--- src/source/board_pkg.sv ---
// Board pin package.
// Pin-vector widths, named pin indices and bus counts for the board harness,
// plus the CHERI error-line widths used by the error monitor.

package board_pkg;

  // Widths of the system pin vectors.
  localparam int unsigned OUT_PIN_W   = 8;
  localparam int unsigned IN_PIN_W    = 4;
  localparam int unsigned INOUT_PIN_W = 16;

  // Modelled buses and ports.
  localparam int unsigned I2C_BUSES  = 3;
  localparam int unsigned SPI_OUTS   = 3;
  localparam int unsigned LOOPBACK_W = 5;

  // CHERI error reporting.
  localparam int unsigned CHERI_ERR_W = 9;
  localparam int unsigned CHERI_IDX_W = 4;
  localparam int unsigned CHERI_CNT_W = 4;

  // Output pin indices.
  localparam int unsigned OUT_PIN_SER0_TX  = 0;
  localparam int unsigned OUT_PIN_RS485_TX = 1;
  localparam int unsigned OUT_PIN_MB4      = 2;
  localparam int unsigned OUT_PIN_MB7      = 3;
  localparam int unsigned OUT_PIN_MB10     = 4;

  // Input pin indices.
  localparam int unsigned IN_PIN_SER0_RX  = 0;
  localparam int unsigned IN_PIN_RS485_RX = 1;
  localparam int unsigned IN_PIN_MB3      = 2;
  localparam int unsigned IN_PIN_MB8      = 3;

  // Bidirectional pin indices.
  // QWIIC1 bus, bus 0.
  localparam int unsigned INOUT_PIN_SCL1       = 0;
  localparam int unsigned INOUT_PIN_SDA1       = 1;
  // RPi HAT ID bus, bus 1.
  localparam int unsigned INOUT_PIN_RPH_G0     = 2;
  localparam int unsigned INOUT_PIN_RPH_G1     = 3;
  // RPi GPIO2/3 bus, bus 2.
  localparam int unsigned INOUT_PIN_RPH_G2_SDA = 4;
  localparam int unsigned INOUT_PIN_RPH_G3_SCL = 5;
  // PMOD1 SPI flash.
  localparam int unsigned INOUT_PIN_PMOD1_1    = 6;
  localparam int unsigned INOUT_PIN_PMOD1_2    = 7;
  localparam int unsigned INOUT_PIN_PMOD1_3    = 8;
  localparam int unsigned INOUT_PIN_PMOD1_4    = 9;
  // Loopback pins.
  localparam int unsigned INOUT_PIN_PMOD0_1    = 10;
  localparam int unsigned INOUT_PIN_PMOD0_8    = 11;
  localparam int unsigned INOUT_PIN_PMOD0_10   = 12;
  localparam int unsigned INOUT_PIN_PMODC_1    = 13;
  // Unmodelled bus, pulled up on the board.
  localparam int unsigned INOUT_PIN_SCL0       = 14;
  localparam int unsigned INOUT_PIN_SDA0       = 15;

  typedef logic [1:0]             i2c_bus_idx_t;
  typedef logic [OUT_PIN_W-1:0]   out_pins_t;
  typedef logic [IN_PIN_W-1:0]    in_pins_t;
  typedef logic [INOUT_PIN_W-1:0] inout_pins_t;
  typedef logic [CHERI_ERR_W-1:0] cheri_err_t;

  // SCL pin of each modelled bus.
  function automatic int unsigned i2c_scl_pin(i2c_bus_idx_t bus);
    case (bus)
      2'd0:    return INOUT_PIN_SCL1;
      2'd1:    return INOUT_PIN_RPH_G1;
      default: return INOUT_PIN_RPH_G3_SCL;
    endcase
  endfunction

  // SDA pin of each modelled bus.
  function automatic int unsigned i2c_sda_pin(i2c_bus_idx_t bus);
    case (bus)
      2'd0:    return INOUT_PIN_SDA1;
      2'd1:    return INOUT_PIN_RPH_G0;
      default: return INOUT_PIN_RPH_G2_SDA;
    endcase
  endfunction

endpackage

--- src/source/pin_if.sv ---
// System pin interface.
// Carries the system's pin vectors and the resolved I2C levels between
// the bus resolver and the pin router.

`timescale 1ns/1ps

interface pin_if;
  import board_pkg::*;

  // Driven from the top-level ports.
  out_pins_t   out_to_pins;
  inout_pins_t inout_to_pins;
  inout_pins_t inout_to_pins_en;

  // Resolved bus levels, as the controller sees them.
  logic [I2C_BUSES-1:0] i2c_scl_in;
  logic [I2C_BUSES-1:0] i2c_sda_in;

  // Bus resolver side.
  modport resolver (
    input  inout_to_pins,
    input  inout_to_pins_en,
    output i2c_scl_in,
    output i2c_sda_in
  );

  // Input vector assembly side.
  modport router (
    input out_to_pins,
    input inout_to_pins,
    input i2c_scl_in,
    input i2c_sda_in
  );

endinterface

--- src/source/board_pins_top.sv ---
// Board pin harness top level.
// Takes the system pin vectors as plain ports, resolves the I2C and SPI
// lines, routes the read-back vectors and monitors the CHERI error lines.

`timescale 1ns/1ps

module board_pins_top (
  input  logic                              clk_i,
  input  logic                              rst_ni,
  // System pin vectors.
  input  board_pkg::out_pins_t              out_to_pins_i,
  input  board_pkg::inout_pins_t            inout_to_pins_i,
  input  board_pkg::inout_pins_t            inout_to_pins_en_i,
  // I2C device models.
  input  logic [board_pkg::I2C_BUSES-1:0]   i2c_dev_scl_i,
  input  logic [board_pkg::I2C_BUSES-1:0]   i2c_dev_sda_i,
  output logic [board_pkg::I2C_BUSES-1:0]   i2c_scl_o,
  output logic [board_pkg::I2C_BUSES-1:0]   i2c_sda_o,
  // PMOD1 SPI flash.
  output logic [board_pkg::SPI_OUTS-1:0]    spi_o,
  input  logic                              spi_cipo_i,
  // System UART.
  input  logic                              uart_rx_i,
  output logic                              uart_tx_o,
  // RS485 transceiver.
  input  logic                              rs485_tx_en_i,
  input  logic                              rs485_rx_en_i,
  input  logic                              rs485_ro_i,
  output logic                              rs485_line_o,
  // CHERI error lines.
  input  board_pkg::cheri_err_t             cheri_err_i,
  // Vectors read back by the system.
  output board_pkg::in_pins_t               in_from_pins_o,
  output board_pkg::inout_pins_t            inout_from_pins_o,
  // Error reporting.
  output board_pkg::cheri_err_t             errored_o,
  output logic                              new_err_o,
  output logic [board_pkg::CHERI_IDX_W-1:0] new_err_idx_o,
  output logic [board_pkg::CHERI_CNT_W-1:0] err_count_o
);

  pin_if pins ();

  // System side of the interface.
  assign pins.out_to_pins      = out_to_pins_i;
  assign pins.inout_to_pins    = inout_to_pins_i;
  assign pins.inout_to_pins_en = inout_to_pins_en_i;

  od_bus_resolver u_od_bus_resolver (
    .pins          (pins.resolver),
    .i2c_dev_scl_i (i2c_dev_scl_i),
    .i2c_dev_sda_i (i2c_dev_sda_i),
    .i2c_scl_o     (i2c_scl_o),
    .i2c_sda_o     (i2c_sda_o),
    .spi_o         (spi_o)
  );

  pin_router u_pin_router (
    .clk_i             (clk_i),
    .rst_ni            (rst_ni),
    .pins              (pins.router),
    .uart_rx_i         (uart_rx_i),
    .uart_tx_o         (uart_tx_o),
    .rs485_tx_en_i     (rs485_tx_en_i),
    .rs485_rx_en_i     (rs485_rx_en_i),
    .rs485_ro_i        (rs485_ro_i),
    .rs485_line_o      (rs485_line_o),
    .spi_cipo_i        (spi_cipo_i),
    .in_from_pins_o    (in_from_pins_o),
    .inout_from_pins_o (inout_from_pins_o)
  );

  cheri_err_monitor u_cheri_err_monitor (
    .clk_i         (clk_i),
    .rst_ni        (rst_ni),
    .cheri_err_i   (cheri_err_i),
    .errored_o     (errored_o),
    .new_err_o     (new_err_o),
    .new_err_idx_o (new_err_idx_o),
    .err_count_o   (err_count_o)
  );

endmodule

--- src/source/cheri_err_monitor.sv ---
// CHERI error monitor.
// Keeps a sticky set of CHERI error lines, pulses on each first occurrence
// and tracks the lowest new index and the count of distinct errors.

`timescale 1ns/1ps

module cheri_err_monitor (
  input  logic                              clk_i,
  input  logic                              rst_ni,
  input  board_pkg::cheri_err_t             cheri_err_i,
  output board_pkg::cheri_err_t             errored_o,
  output logic                              new_err_o,
  output logic [board_pkg::CHERI_IDX_W-1:0] new_err_idx_o,
  output logic [board_pkg::CHERI_CNT_W-1:0] err_count_o
);
  import board_pkg::*;

  cheri_err_t             errored_q;
  cheri_err_t             new_bits;
  logic                   new_err_q;
  logic [CHERI_IDX_W-1:0] new_idx;
  logic [CHERI_IDX_W-1:0] new_idx_q;
  logic [CHERI_CNT_W-1:0] new_cnt;
  logic [CHERI_CNT_W-1:0] count_q;

  // The lines are modulated to drive LEDs.
  // Only bits not yet sticky count as new.
  assign new_bits = cheri_err_i & ~errored_q;

  always_comb begin
    new_idx = '0;
    new_cnt = '0;
    // Walk down so the lowest set bit wins.
    for (int i = CHERI_ERR_W - 1; i >= 0; i--) begin
      if (new_bits[i]) begin
        new_idx = CHERI_IDX_W'(i);
      end
    end
    for (int i = 0; i < CHERI_ERR_W; i++) begin
      new_cnt = new_cnt + CHERI_CNT_W'(new_bits[i]);
    end
  end

  always_ff @(posedge clk_i or negedge rst_ni) begin
    if (!rst_ni) begin
      errored_q <= '0;
      new_err_q <= 1'b0;
      new_idx_q <= '0;
      count_q   <= '0;
    end else begin
      errored_q <= errored_q | cheri_err_i;
      // High for the cycle after any first occurrence.
      new_err_q <= |new_bits;
      if (|new_bits) begin
        new_idx_q <= new_idx;
        count_q   <= count_q + new_cnt;
      end
    end
  end

  assign errored_o     = errored_q;
  assign new_err_o     = new_err_q;
  assign new_err_idx_o = new_idx_q;
  assign err_count_o   = count_q;

endmodule

--- src/source/od_bus_resolver.sv ---
// Open-drain bus resolver.
// Forms the I2C levels seen by the devices and by the controller, and
// drives the PMOD1 SPI flash outputs high when they are not enabled.

`timescale 1ns/1ps

module od_bus_resolver (
  pin_if.resolver                     pins,
  // Levels driven by the device models.
  input  logic [board_pkg::I2C_BUSES-1:0] i2c_dev_scl_i,
  input  logic [board_pkg::I2C_BUSES-1:0] i2c_dev_sda_i,
  // Controller levels toward the device models.
  output logic [board_pkg::I2C_BUSES-1:0] i2c_scl_o,
  output logic [board_pkg::I2C_BUSES-1:0] i2c_sda_o,
  // Bit 0 chip select, bit 1 COPI, bit 2 clock.
  output logic [board_pkg::SPI_OUTS-1:0]  spi_o
);
  import board_pkg::*;

  localparam int unsigned pin_idx_w = $clog2(INOUT_PIN_W);

  // PMOD1 pins in spi_o bit order.
  localparam logic [SPI_OUTS-1:0][pin_idx_w-1:0] spi_pins = {
    pin_idx_w'(INOUT_PIN_PMOD1_4),
    pin_idx_w'(INOUT_PIN_PMOD1_2),
    pin_idx_w'(INOUT_PIN_PMOD1_1)
  };

  for (genvar b = 0; b < I2C_BUSES; b++) begin : g_bus
    localparam int unsigned scl_idx = i2c_scl_pin(i2c_bus_idx_t'(b));
    localparam int unsigned sda_idx = i2c_sda_pin(i2c_bus_idx_t'(b));

    // Released lines float high through the bus pull-ups.
    assign i2c_scl_o[b] = pins.inout_to_pins_en[scl_idx] ? pins.inout_to_pins[scl_idx] : 1'b1;
    assign i2c_sda_o[b] = pins.inout_to_pins_en[sda_idx] ? pins.inout_to_pins[sda_idx] : 1'b1;

    // Wired-AND of both sides.
    // The controller must see its own traffic on the real bus, or it reports contention.
    assign pins.i2c_scl_in[b] = i2c_scl_o[b] & i2c_dev_scl_i[b];
    assign pins.i2c_sda_in[b] = i2c_sda_o[b] & i2c_dev_sda_i[b];
  end

  for (genvar s = 0; s < SPI_OUTS; s++) begin : g_spi
    // Chip select is active low, so idle-high keeps the flash deselected.
    assign spi_o[s] = pins.inout_to_pins_en[spi_pins[s]] ? pins.inout_to_pins[spi_pins[s]]
                                                         : 1'b1;
  end

endmodule

--- src/source/pin_router.sv ---
// Pin router.
// Builds the input pin vectors read by the system from the resolved buses,
// UART, RS485, SPI CIPO, pull-ups and a one-cycle loopback stage.

`timescale 1ns/1ps

module pin_router (
  input  logic                   clk_i,
  input  logic                   rst_ni,
  pin_if.router                  pins,
  // System UART.
  input  logic                   uart_rx_i,
  output logic                   uart_tx_o,
  // RS485 transceiver.
  input  logic                   rs485_tx_en_i,
  input  logic                   rs485_rx_en_i,
  input  logic                   rs485_ro_i,
  output logic                   rs485_line_o,
  // PMOD1 flash data out.
  input  logic                   spi_cipo_i,
  // Vectors read back by the system.
  output board_pkg::in_pins_t    in_from_pins_o,
  output board_pkg::inout_pins_t inout_from_pins_o
);
  import board_pkg::*;

  logic [LOOPBACK_W-1:0] loopback_d;
  logic [LOOPBACK_W-1:0] loopback_q;

  // Loopback sources.
  // Bit 0 mikroBUS COPI to CIPO, bit 1 mikroBUS TX to RX, bit 2 PWM to PMOD0.1.
  assign loopback_d[0] = pins.out_to_pins[OUT_PIN_MB4];
  assign loopback_d[1] = pins.out_to_pins[OUT_PIN_MB7];
  assign loopback_d[2] = pins.out_to_pins[OUT_PIN_MB10];
  // PMOD0 8 to 10, and PMODC 1 back onto itself for pin-change testing.
  assign loopback_d[3] = pins.inout_to_pins[INOUT_PIN_PMOD0_8];
  assign loopback_d[4] = pins.inout_to_pins[INOUT_PIN_PMODC_1];

  // One register stage.
  // Breaks the net-level loop from the output vectors back to the input vectors.
  always_ff @(posedge clk_i or negedge rst_ni) begin
    if (!rst_ni) begin
      loopback_q <= '0;
    end else begin
      loopback_q <= loopback_d;
    end
  end

  // UART transmit goes straight to the line.
  assign uart_tx_o = pins.out_to_pins[OUT_PIN_SER0_TX];

  // Transceiver driver off leaves the line idle.
  assign rs485_line_o = rs485_tx_en_i ? pins.out_to_pins[OUT_PIN_RS485_TX] : 1'b1;

  always_comb begin
    in_from_pins_o = '1;
    in_from_pins_o[IN_PIN_SER0_RX]  = uart_rx_i;
    // Receiver disabled reads as idle.
    in_from_pins_o[IN_PIN_RS485_RX] = rs485_rx_en_i ? rs485_ro_i : 1'b1;
    in_from_pins_o[IN_PIN_MB3]      = loopback_q[0];
    in_from_pins_o[IN_PIN_MB8]      = loopback_q[1];
  end

  always_comb begin
    // Pull-ups on every pin without a model, SCL0 and SDA0 included.
    inout_from_pins_o = '1;
    for (int unsigned b = 0; b < I2C_BUSES; b++) begin
      inout_from_pins_o[i2c_scl_pin(i2c_bus_idx_t'(b))] = pins.i2c_scl_in[b];
      inout_from_pins_o[i2c_sda_pin(i2c_bus_idx_t'(b))] = pins.i2c_sda_in[b];
    end
    inout_from_pins_o[INOUT_PIN_PMOD1_3]  = spi_cipo_i;
    inout_from_pins_o[INOUT_PIN_PMOD0_1]  = loopback_q[2];
    inout_from_pins_o[INOUT_PIN_PMOD0_10] = loopback_q[3];
    inout_from_pins_o[INOUT_PIN_PMODC_1]  = loopback_q[4];
    // Bus pull-ups hold the unmodelled pair high.
    inout_from_pins_o[INOUT_PIN_SCL0]     = 1'b1;
    inout_from_pins_o[INOUT_PIN_SDA0]     = 1'b1;
  end

endmodule

--- config.mk ---
export PLATFORM = sky130hd
export DESIGN_NAME = board_pins_top
export DESIGN_NICKNAME = d
export VERILOG_FILES = /design/src/source/board_pkg.sv /design/src/source/pin_if.sv /design/src/source/board_pins_top.sv /design/src/source/cheri_err_monitor.sv /design/src/source/od_bus_resolver.sv /design/src/source/pin_router.sv
export SDC_FILE = /design/constraint.sdc
export NUM_CORES = 1
export LEC_CHECK = 0
export BUFFER_PORTS_ARGS = -buffer_cell sky130_fd_sc_hd__buf_2
export CAP_MARGIN = 20
export CORE_UTILIZATION = 43
export DETAILED_ROUTE_END_ITERATION = 10
export GPL_TIMING_DRIVEN = 0
export PLACE_DENSITY_LB_ADDON = 0.08
export SLEW_MARGIN = 20
export SYNTH_ARGS = -nofsm -noshare
export SYNTH_HDL_FRONTEND = slang
export SYNTH_SLANG_ARGS = --single-unit
export TNS_END_PERCENT = 5
--- constraint.sdc ---
create_clock -name clk_i -period 5.86 [get_ports clk_i]
set_input_delay 1.172 -clock clk_i [delete_from_list [all_inputs] [get_ports clk_i]]
set_output_delay 1.172 -clock clk_i [all_outputs]
set_load 0.05 [all_outputs]
# After elaboration in Yosys (flattened, before gate mapping)
# Index checks and enable logic that the tools add are counted.
[op_classes] eq_ne=0 n_lt_le_gt_ge=0 n_mux=20 add_sub_neg=9 reduce_logical=1 n_mul=0 bitwise=9 div=0 shift=0
[ops] operator="$mux 4" count=9
[ops] operator="$add 4x1->4" count=7
[ops] operator="$mux 1" count=11
[ops] operator="$and 9x9->9" count=1
[ops] operator="$not 9->9" count=1
[ops] operator="$or 9x9->9" count=1
[ops] operator="$reduce_or 9->1" count=1
[ops] operator="$and 1x1->1" count=6
[ops] operator="$add 4x4->4" count=1
[ops] operator="$add 1x1->2" count=1
[word_totals] elab_cells=44 out_inout_bits=49 latch_bits=0 reg_bits=23 memories=0 inputBits=62 ramBits=0 mem_bits_ro=0

# Logic depth before layout (Yosys ltp)
# Gate-level depths: netlist of the first run.
[logic_depth] ltp_word=11 ltp_mapped=13 depth_no_buf=13

# Cells and area by module
# Synthesis of the first run repeated with hierarchy kept, for this count alone.
[unflattened] hier_cells=125 hier_area_um2=1460.2
[by_module_without_submodules] module="cheri_err_monitor" cells_per_inst=87 instances=1 area_each_um2=1052.3 seq_area_each_um2=450.4
[by_module_without_submodules] module="pin_router" cells_per_inst=23 instances=1 area_each_um2=254.0 seq_area_each_um2=125.1
[by_module_without_submodules] module="od_bus_resolver" cells_per_inst=15 instances=1 area_each_um2=153.9 seq_area_each_um2=0.0

# Worst setup path before layout of the first run
# No wires, ideal clock.
[synth_path] path_kind="in2reg" startpoint="in cheri_err_i[0]" endpoint="reg u_cheri_err_monitor.count_q[2] (netlist: u_cheri_err_monitor.err_count_o[2])" slack_ns=1.491 setup_time_ns=0.125 required_time_ns=5.735 path_stages=12 t_arrival_ns=4.244 n_path_buf=0 path_cell_list="nor2b_1 ha_1 inv_1 fa_1 fa_1 inv_1 fa_1 fa_1 inv_1 fa_1 xnor2_1 mux2_4"
[synth_via] elab_chain_len=10 elab_cells_between_ends=11 cone_classes="add/sub: 9; bitwise: 1; reduce/logical: 1"
[synth_lines] item="start, declared" line_no="board_pins_top.sv:31" rtl="input board_pkg::cheri_err_t cheri_err_i,"
[synth_lines] item="$and 9x9->9 (*)" line_no="cheri_err_monitor.sv:28" rtl="assign new_bits = cheri_err_i & ~errored_q;"
[synth_lines] item="$add 1x1->2" line_no="cheri_err_monitor.sv:40" rtl="new_cnt = new_cnt + CHERI_CNT_W'(new_bits[i]);"
[synth_lines] item="$add 4x1->4 (7 in series)" line_no="cheri_err_monitor.sv:40"
[synth_lines] item="$add 4x4->4" line_no="cheri_err_monitor.sv:56" rtl="count_q <= count_q + new_cnt;"
[synth_lines] item="end signal, assigned" line_no="cheri_err_monitor.sv:56"
[synth_lines] item="end, declared" line_no="cheri_err_monitor.sv:24" rtl="logic [CHERI_CNT_W-1:0] count_q;"
# Every way passes the cells marked *; elsewhere a longest branch is shown, timed or not.
# A chain may end at the register's enable or synchronous reset.

# Worst setup path in the final report of the first run
# Ends and elaborated chain as after synthesis.

==> results of run 1 <==
-- per-layer routing --
metal | GRT usage (%) | up-vias
li1 | - | 585
met1 | 18.8 | 554
met2 | 28.6 | 76
met3 | 3.46 | 2
met4 | 3.32 | 0
met5 | 0 | -
-- how the worst min path moves through the flow --
stage	slack, ns	endpoint	from	cells after the start
after floorplan	0.77	u_cheri_err_monitor.err_count_o[1]	u_cheri_err_monitor.err_count_o[1]	2
after global placement	0.46	u_cheri_err_monitor.errored_o[5]	u_cheri_err_monitor.errored_o[5]	1
after detailed placement	0.46	u_cheri_err_monitor.err_count_o[3]	u_cheri_err_monitor.err_count_o[3]	1
after CTS	0.48	u_cheri_err_monitor.err_count_o[3]	u_cheri_err_monitor.err_count_o[3]	1
after global routing	0.51	u_cheri_err_monitor.errored_o[1]	u_cheri_err_monitor.errored_o[1]	1
final	0.48	u_cheri_err_monitor.err_count_o[3]	u_cheri_err_monitor.err_count_o[3]	1
-- logic make-up (layout without fill, tap and decap cells) --
kind of cell	count (synthesis)	count (layout)
AO/OA/AOI/OAI	11	11
XOR/XNOR	3	3
adder cells (fa/ha/maj)	14	14
buffers and inverters	26	116
flip-flops	23	23
multiplexers	3	3
other	1	6
AND/OR/NAND/NOR	46	46
-- power by group --
part	switching [mW]	internal [mW]	leakage (nW)
clock	0.0507	0.0255	0.0177
sequential	0.0136	0.179	0.250
combinational	0.161	0.0723	0.812
total	0.226	0.277	1.08
-- worst max-delay path, delay by kind of cell --
kind	cells	cell delay, ns
XOR/XNOR	1	0.14
buffers and inverters	4	0.27
AND/OR/NAND/NOR	1	0.25
adder cells (fa/ha/maj)	6	2.33
multiplexers	1	0.27
-- sequential cells by signal (all words and copies together) (netlist names) --
name                               cells
u_cheri_err_monitor.err_count_o        4
u_cheri_err_monitor.errored_o          9
u_cheri_err_monitor.new_err_idx_o      4
u_cheri_err_monitor.new_err_o          1
u_pin_router.loopback_q                5
-- synth_stat cells, drive strengths merged --
cell type   n  area (um^2)
nor2        3         30.0
conb        1         3.75
mux2        2         30.0
buf         9         67.6
a22o        2         17.5
inv        17         63.8
and3        1         6.26
nand4       2         42.5
a2111oi     1         15.0
fa          5          100
mux2i       1         10.0
ha          9          113
and2        6         37.5
o21a        1         7.51
nand2b     18          138
o221ai      1         8.76
xnor2       2         17.5
or2         9         56.3
nand3       2         10.0
o22ai       1         6.26
nor2b       2         20.0
xor2        1         8.76
a32o        1         10.0
a311o       1         10.0
dfrtp      23          576
nand2       3         11.3
a21oi       3         15.0
-- cells in the final DEF, fill, tap and decap left out, types with 2 or more instances in the layout --
cell	synthesis	layout
and2_1	6	6
buf_2	0	86
fa_1	5	5
dfrtp_1	23	23
nand2_1	3	3
ha_1	9	9
xnor2_1	2	2
a22o_1	2	2
nand3_1	2	2
a21oi_1	3	3
nand4_4	2	2
conb_1	1	6
buf_4	9	9
nand2b_2	4	4
inv_1	15	15
or2_2	9	9
inv_2	2	2
nand2b_1	12	12
mux2_4	2	2
nand2b_4	2	2
clkbuf_4	0	3
-- final cells by class --
cell class,instances,area (um^2),area share (%)
Sequential cell,23,576,29.3
Inverter,17,63.8,3.25
Buffer,9,67.6,3.44
Multi-Input combinational cell,83,743,37.9
Clock inverter,1,5.00,0.255
Timing Repair Buffer,86,430,21.9
Tap cell,44,55.1,2.80
Clock buffer,3,22.5,1.15
==> results_dict.tcl, run 1 <==
set metrics [dict create \
    stdcell_count 266 \
    maxSlewViolCount 0 \
    cts-resized-gates 0 \
    cts_tree "yes" \
    clockRootBuffer "clkbuf_4" \
    synthSimpleGateAreaFrac_pct 24.6 \
    drive_gt1_share_pct 55.9 \
    clock_latency_ns 0.32 \
    slew_headroom_pct 66.5 \
    p_per_area_nw_per_um2 256 \
    reg2reg_to "u_cheri_err_monitor.err_count_o[2]" \
    synth_mux_area_share_pct 2.80 \
    finalCritPeriodShare_pct 71.9 \
    antenna_found_initial 0 \
    status "complete, no violations" \
    dieArea_um2 3560 \
    grt_max_degree 24 \
    gp_congestion 0.894 \
    postPlaceCellArea_um2 1940 \
    stdcell_area_um2 1960 \
    max_freq_mhz 238 \
    synth_top_family_by_area "simple AND/OR/NAND/NOR gates" \
    postCtsSetupBuffers 0 \
    met1Wirelength_um 1200 \
    setup.worst_path.end "u_cheri_err_monitor.err_count_o[2]" \
    vias_per_cell 4.58 \
    yosys_register_bits 23 \
    tightest_slew_ns 0.503 \
    drv_cap 0 \
    portBuffers 86 \
    r2r_cells 12 \
    wl_per_cell_um 10.7 \
    hold_ws_ns 0.479 \
    top_layer_used "met4" \
    postCtsHoldBufs 0 \
    final.min_clock_period_ns 4.21 \
    synth_fa_ha_area_share_pct 14.9 \
    start_util_pct 46.1 \
    grt_use_total_pct 15.7 \
    path_common_cell "fa_1" \
    slowest_stage "fa_1" \
    drt_iter0_markers 22 \
    r2r-start "u_cheri_err_monitor.errored_o[0]" \
    cpPeakStageDelay_ns 0.56 \
    synth.distinct_cells 33 \
    drc 0 \
    fp.dieH_um 59.7 \
    syn_area_um2 1430 \
    ant_nets 0 \
    dr_wl_met2_um 1360 \
    path_cells "buf_2 -> nor2b_1 -> ha_1 -> inv_1 -> fa_1 -> fa_1 -> inv_1 -> fa_1 -> fa_1 -> inv_1 -> fa_1 -> xnor2_1 -> mux2_4" \
    rows 20 \
    die_width_um 59.7 \
    worstPathRequired_ns 6.08 \
    synth_compound_area_share_pct 6.29 \
    hpwl_um 2450 \
    grt_overflow 0 \
    syn_inst 127 \
    hold_path.class "reg -> reg" \
    seq_area_frac_synth_pct 40.2 \
    met3_length_um 284 \
    insertedDiodeCount 0 \
    grt_pass1_vias 1065 \
    nFillCells 300 \
    startpoint_type "input pin" \
    rsz0062_at_grt "no" \
    p_total_uw 503 \
    critical_path_class "in -> reg" \
    hold_viol_final 0 \
    cts.sinks 23 \
    cts_buffer_depth 2 \
    nets 299 \
    htree_levels 1 \
    io_pins 111 \
    setup_tns_ns 0 \
    final_util_pct 63.3 \
    area_growth_pct 37.2 \
    dr.pass1.iters 4 \
    setup_violations 0 \
    cts.clk_slew.worst_paths_ns 0.14 \
    placed_cells 262 \
    finalWirelength_um 2850 \
    ir_drop_v 0.000161 \
    cp-end-kind "register" \
    vias 1217 \
    setup_ws_ns 1.65 \
    cp_max_fo 3 \
    arrival_ns 4.43 \
    grt_pass1_wl_um 4240 \
    p_leak_nw 1.08 \
    startpoint "cheri_err_i[0]" \
    cts_made_buffers 3 \
    finalClockSkew_ns 0.00985 \
    synth_xor_area_share_pct 1.84 \
    dp_slack_ns 1.27 \
    regToRegSetupSlack_ns 2.17 \
    ys_warn_count 0 \
    syn_avg_cell_area_um2 11.3 \
    core_um2 3100 \
]
No activity file was read; power rests on OpenSTA's default activity.
==> run 2, diff against run 1 <==
--- a/config.mk
+++ b/config.mk
@@ -5,9 +5,10 @@
 export SDC_FILE = /design/constraint.sdc
 export NUM_CORES = 1
 export LEC_CHECK = 0
+export ABC_AREA = 1
 export BUFFER_PORTS_ARGS = -buffer_cell sky130_fd_sc_hd__buf_2
 export CAP_MARGIN = 20
-export CORE_UTILIZATION = 43
+export CORE_UTILIZATION = 36
 export DETAILED_ROUTE_END_ITERATION = 10
 export GPL_TIMING_DRIVEN = 0
 export PLACE_DENSITY_LB_ADDON = 0.08
==> constraint.sdc (replaced) <==
create_clock -name clk_i -period 3.6 [get_ports clk_i]
set_input_delay 0.72 -clock clk_i [delete_from_list [all_inputs] [get_ports clk_i]]
set_output_delay 0.72 -clock clk_i [all_outputs]
set_load 0.05 [all_outputs]
==> results_dict.tcl, run 2 <==
set metrics [dict create \
    ys_top_cells_by_count "inv_1, nand2_1, dfrtp_1" \
    synth.distinct_cells 22 \
    syn_inst 167 \
    switching_power_uw 383 \
    seq_area_frac_synth_pct 38.4 \
    vias 1300 \
    slew_headroom_pct 65.8 \
    stdcell_area_um2 2130 \
    cts_made_buffers 3 \
    start_util_pct 37.4 \
    setup_tns_ns 0 \
    status "finished, violations left" \
    worstPathRequired_ns 3.80 \
    hold_ws_ns 0.421 \
    switching_share_pct 44.0 \
    grt_overflow 0 \
    critical_path_class "in -> reg" \
    synth-async-reset-ratio_pct 100 \
    dr.pass1.iters 7 \
    core_um2 4000 \
    finalWirelength_um 2790 \
    cts_tree "yes" \
    cts.clk_slew.worst_paths_ns 0.08 \
    cp-end-kind "register" \
    ir_drop_v 0.000191 \
    max_freq_mhz 282 \
    final.min_clock_period_ns 3.55 \
    syn_area_um2 1500 \
    finalCritPeriodShare_pct 98.6 \
    p_leak_nw 1.28 \
    grt_pass1_vias 1051 \
    grt_use_total_pct 12.6 \
    synth_edf_count 0 \
    maxSlewViolCount 0 \
    seqPwrFrac_pct 36.3 \
    rsz0062_at_grt "yes" \
    ys.flop_type "dfrtp_1" \
    grt_max_degree 24 \
    clock_latency_ns 0.26 \
    synthSimpleGateAreaFrac_pct 24.7 \
    portBuffers 86 \
    setup_ws_ns 0.0496 \
    drt_iter0_markers 18 \
    ant_nets 0 \
    dp_slack_ns -0.223 \
    synth_xor_area_share_pct 1.17 \
    setup_violations 0 \
    placed_cells 308 \
    drc 2 \
    cts_buffer_depth 2 \
    die_width_um 66.5 \
    yosys_register_bits 23 \
    p_per_area_nw_per_um2 409 \
    synth_top_cells_by_area "dfrtp_1, inv_1, nand2_1" \
    grt_pass1_wl_um 4170 \
    internal-power_uw 486 \
    finalClockSkew_ns 0.00296 \
    hpwl_um 2290 \
    synth_fa_ha_area_share_pct 14.2 \
    final_cell_mix "buf_2, inv_1, nand2_1" \
    layout_commonest_cell "buf_2" \
    synth_top_area_share_pct 38.4 \
    hold_viol_final 0 \
    gp_congestion 0.722 \
    htree_levels 1 \
    cts.sinks 23 \
    io_pins 111 \
    nets 341 \
    startpoint_type "input pin" \
    antenna_found_initial 0 \
    largest_reg_flops 9 \
    syn_avg_cell_area_um2 8.97 \
    postCtsHoldBufs 0 \
    arrival_ns 3.75 \
    drive_gt1_share_pct 53.4 \
    clockRootBuffer "clkbuf_8" \
    synth_top_family_by_area "simple AND/OR/NAND/NOR gates" \
    drv_cap 0 \
    synth_top_area_cell "dfrtp_1" \
    p_total_uw 869 \
    final_util_pct 53.1 \
    hold_path.class "in -> async" \
    p_clk_share_pct 18.0 \
    cp_max_fo 3 \
    violations "design-rule violations" \
    power_frac_comb_pct 45.6 \
    synth_compound_area_share_pct 7.18 \
    yosysMostFrequentCell "inv_1" \
    ys_warn_count 0 \
    tightest_slew_ns 0.514 \
    dieArea_um2 4420 \
    vias_per_cell 4.14 \
    stdcell_count 314 \
    synth_mux_area_share_pct 0 \
    rows 23 \
    area_growth_pct 41.9 \
    wl_per_cell_um 8.87 \
    postPlaceCellArea_um2 2020 \
    fp.dieH_um 66.5 \
    insertedDiodeCount 0 \
]
run 2: cell type report:
cell class	count	area (um^2)
Timing Repair Buffer	88	458
Tap cell	50	62.6
Clock buffer	4	45.0
Fill cell	387	1870
Sequential cell	23	578
Multi-Input combinational cell	102	767
Buffer	9	67.6
Inverter	38	148
run 2: power by group through the flow:
stage / clock (mW) / sequential (mW) / combinational, mW
6_report: 0.157 / 0.316 / 0.396
3_5_place_dp: 0 / 0.322 / 0.388
4_1_cts: 0.166 / 0.317 / 0.391
3_3_place_gp: 0 / 0.322 / 0.385
2_1_floorplan: 0 / 0.438 / 0.177
5_1_grt: 0.174 / 0.321 / 0.431
run 2: logic make-up after synthesis:
family / after synthesis
simple gates: 66
buf+inv: 47
flops: 23
compound gates: 14
fa+ha+maj: 14
xor+xnor: 2
other cells: 1
run 2: metal layers:
metal / vias up / part of all wire [%] / track usage (%) / routed length, um
met4: 0 / 2.0 / 6.38 / 55
li1: 679 / - / - / -
met5: - / 0 / 0 / 0
met1: 557 / 40 / 13.5 / 1120
met2: 59 / 50 / 23.5 / 1380
met3: 5 / 8.2 / 2.05 / 228
run 2: worst max-delay path: stages:
cell	delay, ns
buf_6	0.10
nand2_4	0.07
inv_4	0.04
ha_4	0.25
inv_2	0.03
fa_1	0.48
fa_1	0.50
inv_2	0.04
fa_1	0.49
fa_2	0.39
inv_2	0.07
fa_2	0.44
a21oi_2	0.13
run 2: path summary, 6_finish.rpt:
path                                                        from                                  to  cells after the start  slack, ns
worst max-delay path                              cheri_err_i[1]  u_cheri_err_monitor.err_count_o[1]                     13       0.05
worst min-delay path                                      rst_ni          u_pin_router.loopback_q[3]                      1       0.42
worst max register to register  u_cheri_err_monitor.errored_o[1]  u_cheri_err_monitor.err_count_o[1]                     13       0.15
worst min register to register  u_cheri_err_monitor.errored_o[8]    u_cheri_err_monitor.errored_o[8]                      1       0.49
max in group asynchronous                                 rst_ni    u_cheri_err_monitor.errored_o[1]                      1       2.80
min in group clk_i              u_cheri_err_monitor.errored_o[8]    u_cheri_err_monitor.errored_o[8]                      1       0.49
run 2: what timing repair did:
item	4_1_cts	5_1_grt
setup endpoints to repair	0	3
resized for setup	0	14
setup buffers	0	2
